<file path="config.mk">
export PLATFORM = sky130hd
export DESIGN_NAME = am_tx
export DESIGN_NICKNAME = d
export VERILOG_FILES = /design/src/pcs_tx_pkg.sv /design/src/am_tx.sv /design/src/am_lane_tx.sv /design/src/am_bip_acc.sv /design/src/am_tx_ctrl.sv
export SDC_FILE = /design/constraint.sdc
export NUM_CORES = 1
export LEC_CHECK = 0
export BUFFER_PORTS_ARGS = -buffer_cell sky130_fd_sc_hd__buf_4
export CAP_MARGIN = 20
export CORE_AREA = 4 4 207 209
export DETAILED_ROUTE_END_ITERATION = 16
export DIE_AREA = 0 0 211 213
export GPL_TIMING_DRIVEN = 0
export PLACE_DENSITY = 0.52
export SYNTH_ARGS = -nofsm -noshare
export SYNTH_HDL_FRONTEND = slang
export SYNTH_SLANG_ARGS = --single-unit
</file>
<file path="constraint.sdc">
create_clock -name clk -period 2.2 [get_ports clk]
set_clock_uncertainty 0.1 [all_clocks]
set_input_delay 0.22 -clock clk [delete_from_list [all_inputs] [get_ports clk]]
set_output_delay 0.22 -clock clk [all_outputs]
set_load 0.01 [all_outputs]
</file>
<file path="src/pcs_tx_pkg.sv">
`default_nettype none

package pcs_tx_pkg;

	// a 64b/66b block is a 2-bit sync header followed by 64 payload bits
	localparam int unsigned HEAD_W = 2;
	localparam int unsigned DATA_W = 64;

	// one bit-interleaved parity byte
	localparam int unsigned BIP_W = 8;

	// three fixed bytes M0, M1, M2 identify each lane inside a marker
	localparam int unsigned AM_W = 3 * 8;

	typedef logic [HEAD_W-1:0] sync_hdr_t;
	typedef logic [DATA_W-1:0] block_data_t;
	typedef logic [BIP_W-1:0]  bip_t;
	typedef logic [AM_W-1:0]   am_bytes_t;

	// marker encodings are only defined for this many lanes
	localparam int unsigned LANE_MAX = 4;

	// marker blocks always carry a control sync header
	localparam sync_hdr_t AM_SYNC_HDR = 2'b10;

	// fixed marker bytes per lane, M0 sits in the low byte
	// the full marker block is laid out as
	// M0 M1 M2 BIP3 ~M0 ~M1 ~M2 BIP7, byte 0 first on the wire
	localparam am_bytes_t AM_ENC [LANE_MAX] = '{
		24'h47_76_90,
		24'he6_c4_f0,
		24'h9b_65_c5,
		24'h3d_79_a2
	};

endpackage

`default_nettype wire
</file>
<file path="src/am_tx.sv">
`default_nettype none

module am_tx #(
	parameter int unsigned LANE_N = 4,
	parameter int unsigned GAP_W  = 14
)(
	input  wire logic                                    clk,
	input  wire logic                                    nreset,

	// lane 0 occupies the low bits of each bus
	input  wire logic [LANE_N*pcs_tx_pkg::HEAD_W-1:0]    head_i,
	input  wire logic [LANE_N*pcs_tx_pkg::DATA_W-1:0]    data_i,

	output logic                                         marker_v_o,
	output logic [LANE_N*pcs_tx_pkg::HEAD_W-1:0]         head_o,
	output logic [LANE_N*pcs_tx_pkg::DATA_W-1:0]         data_o
);

	localparam int unsigned HEAD_W = pcs_tx_pkg::HEAD_W;
	localparam int unsigned DATA_W = pcs_tx_pkg::DATA_W;

	// there are only four marker encodings to hand out
	if (LANE_N > pcs_tx_pkg::LANE_MAX) begin : g_lane_check
		$error("am_tx: LANE_N %0d exceeds the %0d lanes with marker encodings",
			LANE_N, pcs_tx_pkg::LANE_MAX);
	end

	// single insertion request shared by every lane,
	// so all lanes carry their marker in the same cycle
	logic insert;

	am_tx_ctrl #(
		.GAP_W (GAP_W)
	) m_ctrl (
		.clk        (clk),
		.nreset     (nreset),
		.insert_o   (insert),
		.marker_v_o (marker_v_o)
	);

	for (genvar lane = 0; lane < LANE_N; lane++) begin : g_lane
		am_lane_tx #(
			.LANE_ENC (pcs_tx_pkg::AM_ENC[lane])
		) m_lane (
			.clk      (clk),
			.nreset   (nreset),
			.insert_i (insert),
			.head_i   (head_i[lane*HEAD_W +: HEAD_W]),
			.data_i   (data_i[lane*DATA_W +: DATA_W]),
			.head_o   (head_o[lane*HEAD_W +: HEAD_W]),
			.data_o   (data_o[lane*DATA_W +: DATA_W])
		);
	end

endmodule

`default_nettype wire

</file>
<file path="src/am_lane_tx.sv">
`default_nettype none

module am_lane_tx #(
	parameter pcs_tx_pkg::am_bytes_t LANE_ENC = pcs_tx_pkg::AM_ENC[0]
)(
	input  wire logic                    clk,
	input  wire logic                    nreset,

	input  wire logic                    insert_i,

	input  wire pcs_tx_pkg::sync_hdr_t   head_i,
	input  wire pcs_tx_pkg::block_data_t data_i,

	output pcs_tx_pkg::sync_hdr_t        head_o,
	output pcs_tx_pkg::block_data_t      data_o
);

	pcs_tx_pkg::bip_t        bip3;
	pcs_tx_pkg::bip_t        bip7;
	pcs_tx_pkg::block_data_t marker_data;

	pcs_tx_pkg::sync_hdr_t   head_q;
	pcs_tx_pkg::block_data_t data_q;
	logic                    marker_q;

	// BIP7 is just the complement of BIP3
	assign bip7 = ~bip3;

	// byte 0 is the lowest byte of the payload
	// from the top the layout is BIP7 then ~M2 ~M1 ~M0 then BIP3 and M2 M1 M0
	assign marker_data = {bip7, ~LANE_ENC, bip3, LANE_ENC};

	always_ff @(posedge clk) begin
		if (nreset) begin
			head_q   <= '0;
			data_q   <= '0;
			marker_q <= 1'b0;
		end else begin
			marker_q <= insert_i;
			if (insert_i) begin
				// the incoming block is dropped and the marker takes its slot
				head_q <= pcs_tx_pkg::AM_SYNC_HDR;
				data_q <= marker_data;
			end else begin
				head_q <= head_i;
				data_q <= data_i;
			end
		end
	end

	// parity runs over what actually leaves the lane including the markers
	am_bip_acc m_bip_acc (
		.clk       (clk),
		.nreset    (nreset),
		.head_i    (head_q),
		.data_i    (data_q),
		.restart_i (marker_q),
		.bip_o     (bip3)
	);

	assign head_o = head_q;
	assign data_o = data_q;

	// a marker on the output carries BIP7 as the complement of BIP3
	a_marker_bip7 : assert property (
		@(posedge clk) disable iff (nreset)
		marker_q |-> (data_o[63:56] == ~data_o[31:24])
	);

endmodule

`default_nettype wire

</file>
<file path="src/am_bip_acc.sv">
`default_nettype none

module am_bip_acc (
	input  wire logic                    clk,
	input  wire logic                    nreset,

	input  wire pcs_tx_pkg::sync_hdr_t   head_i,
	input  wire pcs_tx_pkg::block_data_t data_i,
	input  wire logic                    restart_i,

	output pcs_tx_pkg::bip_t             bip_o
);

	// parity contribution of one block
	// bit k of the result is the XOR of payload bits k, k+8 up to k+56,
	// the sync header bits are folded into bits 3 and 4
	function automatic pcs_tx_pkg::bip_t bip_fold(
		input pcs_tx_pkg::sync_hdr_t   head,
		input pcs_tx_pkg::block_data_t data
	);
		pcs_tx_pkg::bip_t bip;
		int unsigned      byte_idx;
		bip = '0;
		for (byte_idx = 0; byte_idx < pcs_tx_pkg::DATA_W / 8; byte_idx++) begin
			bip ^= data[byte_idx*8 +: 8];
		end
		bip[3] ^= head[0];
		bip[4] ^= head[1];
		return bip;
	endfunction

	pcs_tx_pkg::bip_t blk_bip;
	pcs_tx_pkg::bip_t acc_q;
	pcs_tx_pkg::bip_t acc_next;

	assign blk_bip = bip_fold(head_i, data_i);

	// a marker opens a new period, so its own parity is the new base
	assign acc_next = restart_i ? blk_bip : (acc_q ^ blk_bip);

	always_ff @(posedge clk) begin
		if (nreset) begin
			acc_q <= '0;
		end else begin
			acc_q <= acc_next;
		end
	end

	// the running value already includes the block on the input,
	// which is the last one on the wire before the next marker
	assign bip_o = acc_next;

endmodule

`default_nettype wire

</file>
<file path="src/am_tx_ctrl.sv">
`default_nettype none

module am_tx_ctrl #(
	parameter int unsigned GAP_W = 14
)(
	input  wire logic clk,
	input  wire logic nreset,

	output logic      insert_o,
	output logic      marker_v_o
);

	// block counter, one step per clock
	// it restarts at 1 so that the marker slot is the wrap to zero
	logic [GAP_W-1:0] gap_q;
	logic [GAP_W-1:0] gap_next;
	logic             insert_next;
	logic             insert_q;
	logic             marker_v_q;

	assign gap_next = gap_q + {{(GAP_W-1){1'b0}}, 1'b1};

	// the counter is about to wrap, so the next cycle is the marker slot
	assign insert_next = &gap_q;

	always_ff @(posedge clk) begin
		if (nreset) begin
			gap_q      <= {{(GAP_W-1){1'b0}}, 1'b1};
			insert_q   <= 1'b0;
			marker_v_q <= 1'b0;
		end else begin
			gap_q      <= gap_next;
			insert_q   <= insert_next;
			// lanes register the marker on the same edge, so the strobe
			// lines up with the marker on the lane outputs
			marker_v_q <= insert_q;
		end
	end

	assign insert_o   = insert_q;
	assign marker_v_o = marker_v_q;

	// the insertion slot is the cycle where the counter sits at zero
	a_insert_at_wrap : assert property (
		@(posedge clk) disable iff (nreset)
		insert_o |-> (gap_q == '0)
	);

	// the strobe follows the insertion request by exactly one cycle
	a_marker_after_insert : assert property (
		@(posedge clk) disable iff (nreset)
		marker_v_o |-> $past(insert_o)
	);

	// only one block per period is replaced
	a_insert_single : assert property (
		@(posedge clk) disable iff (nreset)
		insert_o |=> !insert_o
	);

endmodule

`default_nettype wire

</file>
After elaboration in Yosys (flattened, before gate mapping)
Index checks and enable logic that the tools add are counted.

Add/subtract/negate cells: 1. Mux-type cells: 12. Bitwise gates (word level): 44. Reductions and logical operators: 2.

Operator list (count): 2-to-1 mux 64 bit (4); XOR 8 bit (32); 2-to-1 mux 8 bit (4); inverter 8 bit (4); adder 14 x 1 -> 14 bit (second input constant) (1); AND reduction 14 bit (1); 2-to-1 mux 2 bit (4); XOR 1 bit (8); OR reduction 2 bit (1).

Register bits: 312. Input bits: 266. Output and inout port bits: 265. Logic and storage cells: 82.

Depth between registers and ports, before layout
Word-level depth: 12. Depth in mapped cells: 7.

By module
A second synthesis with hierarchy kept.

Cell total of the unflattened synthesis: 1210. Area, all modules: 12587.1 µm².

Modules (own cells, without submodules): am_lane_tx at g_lane[0].m_lane ... (times used 3, cells an instance 196, area each 2026.9 µm², seq. area each 1341.3 µm²); am_bip_acc (times used 4, cells an instance 88, area each 949.7 µm², seq. area each 160.2 µm²); am_lane_tx at g_lane[3].m_lane (times used 1, cells an instance 195, area each 2020.7 µm², seq. area each 1341.3 µm²); am_tx_ctrl (times used 1, cells an instance 75, area each 686.9 µm², seq. area each 320.3 µm²).

Least setup slack after synthesis
Ideal clock, no wire load.

Kind: register to register. Start: register g_lane[2].m_lane.marker_q. End: register g_lane[2].m_lane.data_q[59]. Setup time: 128 ps. Data arrival time: 1378 ps. Slack: 594 ps. Stages on the path, launching flop included: 7. Buffers on the path: 1. Period minus slack after synthesis: 1606 ps. Path through: dfxtp_1 > buf_4 > nor2b_1 > xnor2_2 > xnor3_1 > mux2i_1 > nor2_1.

Cells in the longest elaborated chain, start to end: 3.

Ends and longest elaborated chain: from (decl) (line am_lane_tx.sv:24) `logic marker_q;`; from (signal assigned) (line am_lane_tx.sv:39) `marker_q <= insert_i;`; 2-to-1 mux 8 bit (line am_bip_acc.sv:39) `assign acc_next = restart_i ? blk_bip : (acc_q ^ blk_bip);`; inverter 8 bit (line am_lane_tx.sv:27) `assign bip7 = ~bip3;`; 2-to-1 mux 64 bit (line am_lane_tx.sv:40) `if (insert_i) begin`; to (signal assigned) (line am_lane_tx.sv:43) `data_q <= marker_data;`; to (signal assigned) (line am_lane_tx.sv:46) `data_q <= data_i;`; to (decl) (line am_lane_tx.sv:23) `pcs_tx_pkg::block_data_t data_q;`.

Every way passes these cells. A chain may end at the register's enable or synchronous reset.

==> qor.csv <==
stage,metric,value,unit
timing,crit share post-route,91.92,%
timing,Period minus WS final,2.022,ns
logic_synthesis,Post-synth EDFFs,0,
timing,Finish-stage setup viols,0,
detailed_routing,Avg Vias per Cell,4.240,
logic_synthesis,Synthesized Nets,1408,
logic_synthesis,#FFs+latches synth,312,
critical_path,Arrival @ worst endpoint,2.39,ns
die,die height,213,um
status,run status,"complete, no violations",
finish,fill cell count,3754,
critical_path,Reg2Reg Depth,7,
detailed_routing,routed wl met2,25900,um
finish,Reg area,0.006247,mm^2
cts,CTS tree,built,
timing,RSZ-0062 raised after global routing,false,
die,initial core utilization,29.01,%
logic_synthesis,register area share after synthesis,52.72,%
global_routing,first-pass GRT wire length,73070,um
cts,CTS sink count,312,
critical_path,data required time of the worst path,2.56,ns
placement,hpwl dp,37940,um
pwr,pwr/cell area,831.7,mW/mm^2
critical_path,r2r setup slk,0.18,ns
logic_synthesis,Synth cell types,23,
min_path,hold depth,3,
logic_synthesis,Yosys top cell area share,52.72,%
detailed_routing,Total Wirelength,50900,um
die,die area,0.04494,mm^2
critical_path,Critical R2R Launch,g_lane[2].m_lane.marker_q,
critical_path,startpoint type of the worst setup path,flop,
logic_synthesis,most frequent cell after synthesis,dfxtp_1,
pwr,Pleak,9.360,nW
cts,"Clk pin slew, worst setup/hold paths",0.06,ns
cts,CTS Buf Count,39,
cts,Clock Latency Late Sink,0.54,ns
critical_path,critical path type,reg2reg,
detailed_routing,DRT iter0 DRCs,411,
logic_synthesis,Mean Syn Cell Area,10.38,um^2
timing,worst-margin pin slew,1.114,ns
finish,Layout Cells excl Fill,2537,
finish,synthesis-to-layout area growth,72.94,%
die,num rows,74,
placement,Port Buf Inserts,530,
detailed_routing,total number of vias,10760,
timing,Hold WS,0.2323,ns
detailed_routing,Pre-Repair DR Iteration Count,4,
global_routing,grt total ovfl,0,
pwr,Pint,12.59,mW
detailed_routing,Post-DRT Antenna Nets,0,
min_path,worst min path class,in2reg,
detailed_routing,WL met1,20550,um
detailed_routing,Post-route DRC,0,
global_routing,initial antenna violation count,3,
min_path,Hold EP,g_lane[1].m_lane.m_bip_acc.acc_q[0],
run,Max Cap Viol,0,
logic_synthesis,Post-Synthesis Cell Area,0.01185,mm^2
finish,layout cells sized above 1,30.85,%
cts,clock root buffer,clkbuf_16,
detailed_routing,WL/cell,20.06,um
logic_synthesis,"Top FF cell, synth",dfxtp_1,
detailed_routing,WL met3,3216,um
placement,Placer Congestion,0.8481,
timing,Worst slew margin,25.71,%
placement,placed insts,2205,
timing,Fmax achieved,0.4945,GHz
global_routing,vias in the first global route,11660,
logic_synthesis,synth cell count leaders,"312 x dfxtp_1, 287 x nor2_1, 168 x xnor2_1",
cts,H-Tree Depth,2,
pwr,clock share of power,37.7,%
die,core box area,0.04083,mm^2
pwr,switching share of power,26.10,%
pwr,Pwr Total,17.04,mW
min_path,hold path start,nreset,
critical_path,Critical R2R Capture,g_lane[3].m_lane.data_o[30],
finish,fin area,0.02049,mm^2
die,IO Pins,531,
finish,Final #Nets,2246,
logic_synthesis,ys async rst share,0,%
logic_synthesis,Syn Inst Count,1141,
logic_synthesis,"area leader, netlist",dfxtp_1,
detailed_routing,Top Layer Used,met4,
placement,cell area after placement,0.01653,mm^2
pwr,peak supply drop,0.5333,mV
critical_path,Setup crit end kind,flop,
logic_synthesis,top post-synthesis cells by area,"dfxtp_1 53%, xnor2_1 12%, nor2_1 9.1%, xnor3_1 6.1%, and2_1 5.3%",
critical_path,crit-path max FO,10,
global_routing,Tot GR Track Use,21.79,%
die,chip width,211,um
timing,Final Hold Fails,0,
cts,Max Buffers Root-to-Sink,3,
finish,"Core Util, Final",50.17,%
finish,area occupied by multi-input gates,0.005376,mm^2
logic_synthesis,Yosys Warn Count,0,
timing,max-slew violations,0,
pwr,Combinational Power Share,24.3,%
pwr,Reg power frac,38.0,%
global_routing,largest net degree at the start of global routing,13,
pwr,P_sw,4.447,mW
## worst max-delay path by stage
stage	from	end	slack [ns]	depth (start not counted)
CTS	m_ctrl.insert_o	g_lane[2].m_lane.data_o[57]	0.04	4
global placement	m_ctrl.insert_o	g_lane[0].m_lane.data_o[49]	-0.66	4
floorplan	g_lane[2].m_lane.marker_q	g_lane[2].m_lane.data_o[59]	0.59	6
global route	m_ctrl.insert_o	g_lane[3].m_lane.data_o[33]	0.001	5
detailed placement	nreset	g_lane[2].m_lane.data_o[36]	-0.37	5
finish	g_lane[2].m_lane.marker_q	g_lane[3].m_lane.data_o[30]	0.18	7
## flip-flops by register name, indices dropped and copies added (netlist names)
register                       count
g_lane.m_lane.marker_q             1
m_ctrl.insert_o                    1
m_ctrl.gap_q                      14
g_lane.m_lane.head_o               8
g_lane.m_lane.m_bip_acc.acc_q     32
g_lane.m_lane.data_o             256
## power by group through the flow
stage | Sequential (mW) | Clock, mW | Combinational [mW]
6_report | 6.48 | 6.43 | 4.14
5_1_grt | 6.54 | 6.80 | 4.49
4_1_cts | 6.48 | 6.57 | 4.15
3_5_place_dp | 6.60 | 0 | 3.73
3_3_place_gp | 6.59 | 0 | 3.70
2_1_floorplan | 6.65 | 0 | 2.32
## critical path: stages (launching register included)
cell	delay, ns
dfxtp_2	0.46
buf_4	0.29
buf_4	0.27
nor2b_1	0.10
xnor2_1	0.14
xnor2_1	0.31
mux2i_1	0.12
nor2_1	0.13
## layer usage
layer	vias up	track usage [%]
met3	70	4.805
met4	0	6.908
met1	5051	25.97
met2	387	39.14
met5	-	0
li1	5249	-
## kinds of logic (layout without fill, tap and decap cells)
family | after synthesis | in the layout | synth area share, %
compound gates | 32 | 32 | 2.197
xor+xnor | 244 | 244 | 22.01
fa+ha+maj | 1 | 1 | 0.1056
buf+inv | 59 | 921 | 2.017
flops | 312 | 312 | 52.72
mux | 32 | 32 | 2.704
other cells | 0 | 2 | 0
simple gates | 461 | 461 | 18.24
## per-stage QoR
step / setup TNS, ns / worst slack, ns
final: 0 / 0.1777
after floorplan: 0 / 0.5942
after global routing: 0 / 0.001367
after detailed placement: -23.72 / -0.3666
after global placement: -53.86 / -0.6648
after CTS: 0 / 0.03834
## layout by cell type (no fill, tap or decap), types with 2 or more instances in the layout
cell type,n
a211oi_1,28
a211oi_2,4
and2_1,100
and4_1,3
buf_1,5
buf_2,5
buf_4,534
bufinv_16,3
clkbuf_1,43
clkbuf_16,41
clkbuf_2,10
clkbuf_8,7
clkinv_2,5
dfxtp_1,311
diode_2,2
dlygate4sd3_1,265
mux2i_1,32
nand2_1,3
nand3_1,4
nand4_1,3
nor2_1,287
nor2b_1,59
xnor2_1,166
xnor2_2,6
xnor3_1,32
xor2_1,40
## cell type report
type,count,share of cell area [%]
tap,532,3.249
clock buffer,56,5.625
sequential,312,30.49
multi-input combinational,770,26.24
inverter,1,0.01832
timing repair buffer,797,32.54
clock inverter,9,0.5985
buffer,58,1.209
antenna,2,0.02443
## repair_timing
item	CTS	global route
resized for setup	6	10
endpoints found under the hold margin	265	0
cloned	0	0
endpoints found under the setup margin	54	24
buffers inserted	0	0
hold buffers	265	0
No activity file was read; power rests on OpenSTA's default activity.
